File: src/logic/mips_pkg.sv
package mips_pkg;

	// **************************************************
	// Decoded instruction classes and datapath selects
	// **************************************************

	typedef enum logic [3:0] {
		kind_nop,
		kind_addu,
		kind_subu,
		kind_and,
		kind_or,
		kind_slt,
		kind_addiu,
		kind_ori,
		kind_lui,
		kind_lw,
		kind_sw,
		kind_beq,
		kind_bne,
		kind_j,
		kind_jal
	} instr_kind_e;

	typedef enum logic [2:0] {
		alu_add,
		alu_sub,
		alu_and,
		alu_or,
		alu_slt,
		alu_lui
	} alu_op_e;

	typedef enum logic [1:0] {
		fwd_none,
		fwd_mem,
		fwd_wb
	} fwd_sel_e;

	typedef enum logic [1:0] {
		wb_alu,
		wb_load,
		wb_link
	} wb_sel_e;

	// **************************************************
	// MIPS32 encodings of the supported subset
	// **************************************************

	localparam logic [5:0] op_special = 6'h00;
	localparam logic [5:0] op_j       = 6'h02;
	localparam logic [5:0] op_jal     = 6'h03;
	localparam logic [5:0] op_beq     = 6'h04;
	localparam logic [5:0] op_bne     = 6'h05;
	localparam logic [5:0] op_addiu   = 6'h09;
	localparam logic [5:0] op_ori     = 6'h0d;
	localparam logic [5:0] op_lui     = 6'h0f;
	localparam logic [5:0] op_lw      = 6'h23;
	localparam logic [5:0] op_sw      = 6'h2b;

	localparam logic [5:0] fn_addu = 6'h21;
	localparam logic [5:0] fn_subu = 6'h23;
	localparam logic [5:0] fn_and  = 6'h24;
	localparam logic [5:0] fn_or   = 6'h25;
	localparam logic [5:0] fn_slt  = 6'h2a;

endpackage

File: src/logic/execute_stage.sv
`timescale 1ns/10ps

module execute_stage (
	input  logic                  clk,
	input  logic                  rst_n,
	input  mips_pkg::instr_kind_e id_kind,
	input  mips_pkg::alu_op_e     id_alu_op,
	input  mips_pkg::wb_sel_e     id_wb_sel,
	input  logic                  id_use_imm,
	input  logic [31:0]           id_rs_val,
	input  logic [31:0]           id_rt_val,
	input  logic [31:0]           id_imm,
	input  logic [4:0]            id_dest,
	input  logic [31:0]           id_pc,
	input  logic [4:0]            exe_rt,
	input  mips_pkg::fwd_sel_e    fwd_e_rs,
	input  mips_pkg::fwd_sel_e    fwd_e_rt,
	input  logic [31:0]           mem_fwd_data,
	input  logic [31:0]           wb_data,
	output logic [31:0]           ex_result,
	output logic [31:0]           ex_store_data,
	output logic [4:0]            ex_dest,
	output logic                  ex_is_load,
	output logic                  ex_is_store,
	output mips_pkg::wb_sel_e     ex_wb_sel,
	output logic [4:0]            ex_rt
);

	import mips_pkg::*;

	logic [31:0] op_a;
	logic [31:0] rt_fwd;
	logic [31:0] op_b;
	logic [31:0] alu_out;
	logic [31:0] result;

	function automatic logic [31:0] pick(input fwd_sel_e sel, input logic [31:0] reg_val,
		input logic [31:0] mem_val, input logic [31:0] wb_val);
		case (sel)
			fwd_mem: return mem_val;
			fwd_wb:  return wb_val;
			default: return reg_val;
		endcase
	endfunction

	assign op_a   = pick(fwd_e_rs, id_rs_val, mem_fwd_data, wb_data);
	assign rt_fwd = pick(fwd_e_rt, id_rt_val, mem_fwd_data, wb_data);
	assign op_b   = id_use_imm ? id_imm : rt_fwd;

	always_comb begin
		case (id_alu_op)
			alu_sub: alu_out = op_a - op_b;
			alu_and: alu_out = op_a & op_b;
			alu_or:  alu_out = op_a | op_b;
			alu_slt: alu_out = {31'd0, $signed(op_a) < $signed(op_b)};
			alu_lui: alu_out = {op_b[15:0], 16'h0};
			default: alu_out = op_a + op_b;
		endcase
	end

	assign result = (id_wb_sel == wb_link) ? id_pc + 32'd8 : alu_out; // Skips the delay slot.

	// Execute/memory register.
	always_ff @(posedge clk or negedge rst_n) begin
		if (!rst_n) begin
			ex_dest     <= 5'd0;
			ex_is_load  <= 1'b0;
			ex_is_store <= 1'b0;
			ex_wb_sel   <= wb_alu;
			ex_rt       <= 5'd0;
		end else begin
			ex_dest     <= id_dest;
			ex_is_load  <= (id_kind == kind_lw);
			ex_is_store <= (id_kind == kind_sw);
			ex_wb_sel   <= id_wb_sel;
			ex_rt       <= (id_kind == kind_sw) ? exe_rt : 5'd0;
		end
	end

	always_ff @(posedge clk) begin
		ex_result     <= result;
		ex_store_data <= rt_fwd;
	end

endmodule

File: config.mk
export PLATFORM = sky130hd
export DESIGN_NAME = execute_stage
export DESIGN_NICKNAME = d
export VERILOG_FILES = /design/src/logic/mips_pkg.sv /design/src/logic/execute_stage.sv
export SDC_FILE = /design/constraint.sdc
export NUM_CORES = 1
export LEC_CHECK = 0
export ABC_AREA = 1
export BUFFER_PORTS_ARGS = -buffer_cell sky130_fd_sc_hd__buf_2
export CAP_MARGIN = 20
export CORE_ASPECT_RATIO = 1.1
export CORE_MARGIN = 3
export CORE_UTILIZATION = 40
export DETAILED_ROUTE_END_ITERATION = 8
export HOLD_SLACK_MARGIN = 0.02
export PLACE_DENSITY = 0.67
export SYNTH_ARGS = -nofsm -noshare
export SYNTH_HDL_FRONTEND = slang
export SYNTH_SLANG_ARGS = --single-unit
File: constraint.sdc
create_clock -name clk -period 0.8 [get_ports clk]
set_input_delay 0.12 -clock clk [delete_from_list [all_inputs] [get_ports clk]]
set_output_delay 0.12 -clock clk [all_outputs]
set_load 0.01 [all_outputs]
Word level (Yosys, flattened, before mapping)
Index checks and enable logic that the tools add are counted.
{ "classes": {"n_eq_ne": 12, "bitwise_logic": 2, "n_mux": 6, "n_addsub": 3, "magnitude_cmp": 1} }
{ "op_table": {"columns": ["cell", "count"], "rows": [
  ["$pmux W32 S5", 1],
  ["$pmux W32 S2", 2],
  ["$mux W32", 2],
  ["$add A32 B32 Y32", 1],
  ["$add A32 B4 Y32 const B", 1],
  ["$and A32 B32 Y32", 1],
  ["$lt A32 B32 Y1", 1],
  ["$or A32 B32 Y32", 1],
  ["$sub A32 B32 Y32", 1],
  ["$eq A4 B4 Y1 const B", 2],
  ["$eq A2 B2 Y1 const B", 3],
  ["$eq A3 B2 Y1 const B", 2],
  ["$eq A3 B3 Y1 const B", 2],
  ["$mux W5", 1],
  ["$eq A2 B1 Y1 const B", 2],
  ["$eq A3 B1 Y1 const B", 1]
]} }
{ "totals": {"reg_bits": 78} }

Logic depth before layout (Yosys ltp)
Gate-level depths: netlist (run 1).
{ "depth": {"word_depth": 6, "depth_mapped": 26} }

Least setup slack after synthesis (run 1)
No wires, ideal clock.
{ "synth_timing": {"path_type": "in2reg", "startpoint": "in fwd_e_rs[0]", "endpoint": "reg ex_result[30]", "arrival_time_ns": 2.627, "path_stages": 20, "path_buffers": 2, "slack_ns": -1.940, "required_ns": 0.687, "path_cell_list": "inv_1 > ha_1 > clkbuf_1 > inv_1 > clkbuf_1 > o21ai_0 > inv_1 > fa_1 > nand2_1 > nand2_1 > nand3_1 > nand2_1 > nand2_1 > nand3_1 > nand2_1 > nand2_1 > nand2_1 > nand3_1 > nand3_1 > nand2_1"} }
{ "synth_via": {"elab_chain_cells": 5} }
{ "synth_lines": {"columns": ["element", "line", "rtl"], "rows": [
  ["start, declared", "execute_stage.sv:16", "input mips_pkg::fwd_sel_e fwd_e_rs,"],
  ["$eq A2 B2 Y1 or $eq A2 B1 Y1 (tied branches)", "execute_stage.sv:39", "case (sel)"],
  ["$pmux W32 S2 *", "execute_stage.sv:39", null],
  ["$add A32 B32 Y32, or another cell as far along", "execute_stage.sv:57", "default: alu_out = op_a + op_b;"],
  ["$pmux W32 S5 *", "execute_stage.sv:51", "case (id_alu_op)"],
  ["$mux W32 *", "execute_stage.sv:61", "assign result = (id_wb_sel == wb_link) ? id_pc + 32'd8 : alu_out;"],
  ["via result[30]", "execute_stage.sv:35", "logic [31:0] result;"],
  ["end signal, assigned", "execute_stage.sv:81", "ex_result <= result;"],
  ["end, declared", "execute_stage.sv:20", "output logic [31:0] ex_result,"]
]} }
Mark *: on every way through the listed nets, which the timed path passes. The rest lies on a longest branch.

Worst setup path after layout (run 1)
{ "layout_timing": {"startpoint": "in fwd_e_rt[0]", "endpoint": "reg ex_result[30]"} }
{ "layout_via": {"elab_chain_cells": 6} }
{ "layout_lines": {"columns": ["element", "line", "rtl"], "rows": [
  ["start, declared", "execute_stage.sv:17", "input mips_pkg::fwd_sel_e fwd_e_rt,"],
  ["$eq A2 B2 Y1 or $eq A2 B1 Y1 (tied branches)", "execute_stage.sv:39", null],
  ["$pmux W32 S2 *", "execute_stage.sv:39", null],
  ["via rt_fwd[1]", "execute_stage.sv:32", "logic [31:0] rt_fwd;"],
  ["$mux W32 *", "execute_stage.sv:48", "assign op_b = id_use_imm ? id_imm : rt_fwd;"],
  ["$add A32 B32 Y32 or $sub A32 B32 Y32 (tied branches)", "execute_stage.sv:57, execute_stage.sv:52", null],
  ["$pmux W32 S5 *", "execute_stage.sv:51", null],
  ["$mux W32 *", "execute_stage.sv:61", null],
  ["via result[30]", "execute_stage.sv:35", null]
]} }
Marks and branches as above.

==> results_dict.tcl, run 1 <==
set metrics [dict create \
    outcome "finished, violations left" \
    failed_checks "negative hold slack, negative setup slack" \
    ys_top_cells_by_area "nand2_1 (20%), inv_1 (12%), dfxtp_1 (12%), ha_1 (12%), nand3_1 (6.0%)" \
    ant_nets 0 \
    rsz0062_at_grt "yes" \
    slew_violations 0 \
    cts-root-buf "clkbuf_16" \
    syn_area_per_cell_um2 5.65 \
    dpl.hpwl_um 43500 \
    comb_power_share_pct 72.5 \
    grt_pass1_wl_um 81600 \
    via_count 16000 \
    synth_top_area_share_pct 20.3 \
    place.gp.congestion 1.02 \
    antenna_cells 0 \
    synth-edff-count 0 \
    period_share_pct 323 \
    crit_type "input pin to flip-flop" \
    die-area_um2 29000 \
    drc 0 \
    power_frac_clock_pct 12.9 \
    synth_cell_types 46 \
    yosysMostFrequentCell "nand2_1" \
    p_sw_mw 15.7 \
    powerDensity_nw_per_um2 1720 \
    fin_cells 3011 \
    whs_path_depth 2 \
    yosysTopAreaCell "nand2_1" \
    period_needed_ns 2.58 \
    grt_overflow_total 0 \
    maxCapViolCount 0 \
    ys_seq_elements 78 \
    antenna_found_initial 1 \
    die_y_um 178 \
    fin_util_pct 74.1 \
    cts-hold-fix-buffers 15 \
    p_leak_nw 10.4 \
    synthArstFlopShare_pct 17.9 \
    pwr-share-seq_pct 14.6 \
    hold_path_startpoint "id_kind[2]" \
    areaGrowthSynthToFinish_pct 80.6 \
    synthesis.instances 1910 \
    port_buffers 295 \
    core.rowCount 62 \
    clk_pin_slew_worst_paths_ns 0.07 \
    p_sw_share_pct 47.1 \
    slew_headroom_pct 72.3 \
    synth_fp_nets 2231 \
    initial_core_util_pct 41.0 \
    setup_slack_ns -1.78 \
    cell_internal_pwr_mw 17.7 \
    critPathArrivalTime_ns 2.84 \
    cts_sinks 78 \
    fp.coreArea_um2 26300 \
    clockBufferDepth 2 \
    ys_top_cells_by_count "nand2_1 (582), inv_1 (353), nor2_1 (156)" \
    irDropWorstVdd_v 0.00110 \
    routed_wl_um 57100 \
    fin_area_um2 19500 \
    setup-tns-final_ns -65.48 \
    crit_required_ns 1.06 \
    fin_hold_ws_ns -0.0501 \
    crit_path_end_kind "flip-flop" \
    yosysSeqAreaShare_pct 15.1 \
    setup_viol 133 \
    placed_cells 2905 \
    first_pass_iters 7 \
    grt_usage_pct 36.3 \
    viasPerCell 5.30 \
    grt_max_degree 27 \
    synthFlopType "dfxtp_1" \
    drive_gt1_share_pct 50.5 \
    finalHoldViolations 2 \
    multi_input_area_um2 9640 \
    io-pin-count 296 \
    syn_area_um2 10800 \
    cts_tree "built" \
    grt_pass1_vias 15400 \
    cts-buffers-inserted 9 \
    htreeDepth 3 \
    first_iter_violations 1263 \
    regArea_um2 1680 \
    finalPower_mw 33.4 \
    worst_slew_pin_slew_ns 0.412 \
    hp-class "input pin to flip-flop" \
    min_to "ex_is_load$_DFF_PN0_" \
    critical_path.max_fanout 4 \
    wl_per_cell_um 19.0 \
    die_x_um 163 \
    yosysWarnings 0 \
    max_freq_mhz 387 \
    dp_slack_ns -2.64 \
    dpl_cell_area_um2 16300 \
    nFillCells 2109 \
    crit_path_start_kind "input pin" \
    final_net_count 2975 \
]
cells in the final DEF, fill, tap and decap left out, types with 10 or more instances in the layout:
cell           count
nand2_1          465
buf_4            428
inv_1            286
buf_2            256
nand2_2           97
nand3_1           93
nor2_1            91
inv_2             68
buf_6             66
a21oi_1           64
ha_1              61
a21oi_2           52
o21ai_2           49
a221o_1           46
nor2_4            45
ha_4              37
o21ai_1           36
nor2_2            34
dfxtp_2           32
nand3_2           31
dfxtp_1           31
nand2_4           27
xor2_1            23
nand4_1           21
buf_12            21
o21ai_0           19
dlygate4sd3_1     15
dfrtp_1           14
clkbuf_16         12
o22ai_1           11
o21ai_4           10
nor3_1            10
cells by family (layout without fill, tap and decap cells):
group	Yosys count	after routing	synth area share, %
AND/OR/NAND/NOR	954	954	37.1
flip-flops	78	78	15.1
buffers and inverters	429	1178	15.6
XOR/XNOR	29	29	2.35
AO/OA/AOI/OAI	317	317	17.7
adder cells (fa/ha/maj)	103	103	12.1
power groups by stage:
stage          clock network (mW)  logic (mW)  registers (mW)
6_report                     4.30        24.3            4.89
2_1_floorplan                   0        9.91            5.09
5_1_grt                      4.43        25.9            4.92
3_3_place_gp                    0        18.5            4.81
3_5_place_dp                    0        18.7            4.80
4_1_cts                      4.32        21.4            4.82
worst max-delay path, cell delays in order:
cell	delay, ns
buf_12	0.09
inv_8	0.03
ha_4	0.33
buf_4	0.14
inv_4	0.05
nor2_2	0.09
a21oi_2	0.06
o21ai_2	0.28
inv_2	0.12
fa_2	0.38
inv_2	0.10
buf_4	0.13
nand2_2	0.06
nand3_2	0.09
nand2_2	0.07
nand2_2	0.12
buf_4	0.12
nand2_1	0.06
nand2_1	0.07
nand2_1	0.05
nand3_1	0.06
nand2_1	0.06
nand3_2	0.11
nand2_1	0.05
repair_timing:
item,CTS,global route
endpoints found under the hold margin,32,2
setup endpoints to repair,135,134
pin swaps,62,61
resized for setup,346,253
buffers inserted,33,40
gates cloned,2,3
state kept, by name (all words and copies together) (netlist names):
name	count
ex_rt	5
ex_result	32
ex_store_data	32
ex_is_load	1
ex_wb_sel	2
ex_is_store	1
ex_dest	5
area by class of cell:
cell class,count,share of cell area [%]
Multi-Input combinational cell,1403,49.5
Clock buffer,9,1.16
Inverter,362,7.14
Timing Repair Buffer,799,31.0
Timing Repair inverter,1,0.0321
Tap cell,352,2.26
Clock inverter,7,0.283
Sequential cell,78,8.60
metal layers:
metal,part of all wire (%),GRT usage (%),up-vias
li1,-,-,7548
met1,39,45.8,7340
met3,8.8,4.99,178
met5,0.019,0,-
met2,47,61.5,886
met4,5.2,16.6,2
worst max-delay path by stage:
stage	end	slack (ns)	cells past startpoint	from
2_1_floorplan	ex_result[28]$_DFF_P_	-1.64	20	fwd_e_rs[1]
3_3_place_gp	ex_result[30]$_DFF_P_	-2.65	19	fwd_e_rt[0]
3_5_place_dp	ex_result[30]$_DFF_P_	-2.64	19	fwd_e_rt[0]
4_1_cts	ex_result[23]$_DFF_P_	-1.69	20	fwd_e_rt[1]
5_1_grt	ex_result[30]$_DFF_P_	-1.92	19	fwd_e_rt[0]
6_report	ex_result[30]$_DFF_P_	-1.78	24	fwd_e_rt[0]
No activity file was read; power rests on OpenSTA's default activity.
==> inputs of run 2 (changes only) <==
--- a/config.mk
+++ b/config.mk
@@ -8,12 +8,14 @@
 export ABC_AREA = 1
 export BUFFER_PORTS_ARGS = -buffer_cell sky130_fd_sc_hd__buf_2
 export CAP_MARGIN = 20
+export CELL_PAD_IN_SITES_DETAIL_PLACEMENT = 0
+export CELL_PAD_IN_SITES_GLOBAL_PLACEMENT = 1
 export CORE_ASPECT_RATIO = 1.1
 export CORE_MARGIN = 3
-export CORE_UTILIZATION = 40
+export CORE_UTILIZATION = 36
 export DETAILED_ROUTE_END_ITERATION = 8
 export HOLD_SLACK_MARGIN = 0.02
-export PLACE_DENSITY = 0.67
+export PLACE_DENSITY = 0.85
 export SYNTH_ARGS = -nofsm -noshare
 export SYNTH_HDL_FRONTEND = slang
 export SYNTH_SLANG_ARGS = --single-unit
==> results_dict.tcl, run 2 (same netlist as run 1, synthesis figures left out) <==
set metrics [dict create \
    cts-hold-fix-buffers 19 \
    critPathArrivalTime_ns 2.88 \
    die_y_um 188 \
    grt_pass1_vias 15400 \
    routed_wl_um 57800 \
    slew_headroom_pct 68.4 \
    areaGrowthSynthToFinish_pct 87.4 \
    viasPerCell 5.16 \
    setup-tns-final_ns -71.06 \
    setup_slack_ns -1.82 \
    io-pin-count 296 \
    setup_viol 138 \
    final_net_count 3035 \
    rsz0062_at_grt "yes" \
    dpl.hpwl_um 44800 \
    max_freq_mhz 382 \
    clk_pin_slew_worst_paths_ns 0.10 \
    first_iter_violations 1042 \
    hp-class "input pin to flip-flop" \
    antenna_found_initial 0 \
    worst_slew_pin_slew_ns 0.470 \
    grt_pass1_wl_um 83000 \
    drc 0 \
    cts_tree "built" \
    crit_path_start_kind "input pin" \
    failed_checks "negative setup slack" \
    fin_util_pct 69.4 \
    crit_type "input pin to flip-flop" \
    period_share_pct 328 \
    final_cell_mix "buf_4 (464), nand2_1 (440), inv_1 (280)" \
    grt_usage_pct 33.2 \
    fin_hold_ws_ns 0.0164 \
    place.gp.congestion 1.01 \
    powerDensity_nw_per_um2 1710 \
    crit_required_ns 1.06 \
    maxCapViolCount 0 \
    initial_core_util_pct 37.0 \
    p_leak_nw 10.7 \
    die-area_um2 32100 \
    wl_per_cell_um 18.7 \
    die_x_um 171 \
    grt_overflow_total 0 \
    critical_path.max_fanout 7 \
    antenna_cells 0 \
    drive_gt1_share_pct 53.2 \
    finalHoldViolations 0 \
    first_pass_iters 6 \
    htreeDepth 3 \
    fp.coreArea_um2 29100 \
    clockBufferDepth 2 \
    finalPower_mw 34.5 \
    final_common_cell "buf_4" \
    slew_violations 0 \
    reg_top3 "ex_result (32), ex_store_data (32)" \
    cts-root-buf "clkbuf_16" \
    irDropWorstVdd_v 0.00128 \
    outcome "finished, violations left" \
    core.rowCount 65 \
    port_buffers 295 \
    via_count 15900 \
    ant_nets 0 \
    nFillCells 2497 \
    crit_path_end_kind "flip-flop" \
    cts-buffers-inserted 9 \
    grt_max_degree 25 \
    period_needed_ns 2.62 \
    cts_sinks 78 \
]
[run 2: cell types whose count changed in the layout (fill, tap and decap cells not counted), sizes merged]
cell         delta
dlygate4sd3     +4
clkinv          -1
inv             +1
clkbuf          -1
buf            +57
[run 2: worst paths after layout]
check	start	to	slack, ns	depth (start not counted)
max in group asynchronous	rst_n	ex_dest[3]$_DFF_PN0_	0.38	2
min in group asynchronous	rst_n	ex_is_load$_DFF_PN0_	0.18	2
max	fwd_e_rt[0]	ex_result[19]$_DFF_P_	-1.82	21
min	mem_fwd_data[4]	ex_store_data[4]$_DFF_P_	0.02	3
[run 2: layout make-up]
class                   count  area [um^2]  share of cell area (%)
multi-input cells        1403         9820                    48.6
clock buffers               9          225                    1.11
inverters                 362         1390                    6.90
repair buffers            859         6570                    32.5
repair inverters            1         11.3                  0.0557
flip-flops and latches     78         1670                    8.28
clock inverters             7         52.6                   0.260
well taps                 368          460                    2.28
[run 2: critical path: stages]
cell	delay, ns
buf_8	0.09
inv_8	0.03
ha_4	0.40
buf_6	0.17
a21oi_2	0.04
a21oi_2	0.21
nand2_1	0.09
nand2_2	0.09
inv_2	0.05
ha_4	0.29
nand2_4	0.13
inv_1	0.05
nand2_1	0.07
nand2_2	0.08
nand3b_1	0.28
nand2_1	0.15
nand3_1	0.08
nand3_1	0.10
nand3_1	0.09
nor2_2	0.19
nor2_1	0.06
[run 2: power by group]
group	total [mW]	switching [mW]	internal [mW]
Clock	4.37	2.22	2.15
Sequential	4.88	0.291	4.58
Combinational	25.3	13.6	11.7
Total	34.5	16.1	18.4
[run 2: layer usage]
| metal | track usage, % | vias to the layer above | wire (um) |
|---|---|---|---|
| met1 | 43.3 | 7352 | 23800 |
| met5 | 0 | - | 0 |
| met2 | 56.2 | 751 | 27400 |
| met3 | 4.20 | 134 | 4220 |
| li1 | - | 7681 | - |
| met4 | 11.5 | 0 | 2360 |
[run 2: timing repair]
item	in CTS	in global routing
setup buffers	37	55
pin swaps	65	154
cloned	3	1
hold endpoints to repair	34	3
resized for setup	265	384
setup endpoints to repair	137	146
[run 2: through the flow]
step | area, um^2 | setup WS, ns | std cells
floorplan | 11500 | -1.64 | 1910
CTS | 18500 | -1.81 | 3034
detailed placement | 16700 | -2.62 | 2960
global placement | 16700 | -2.63 | 2960
global route | 20200 | -1.93 | 3087
finish | 20200 | -1.82 | 3087
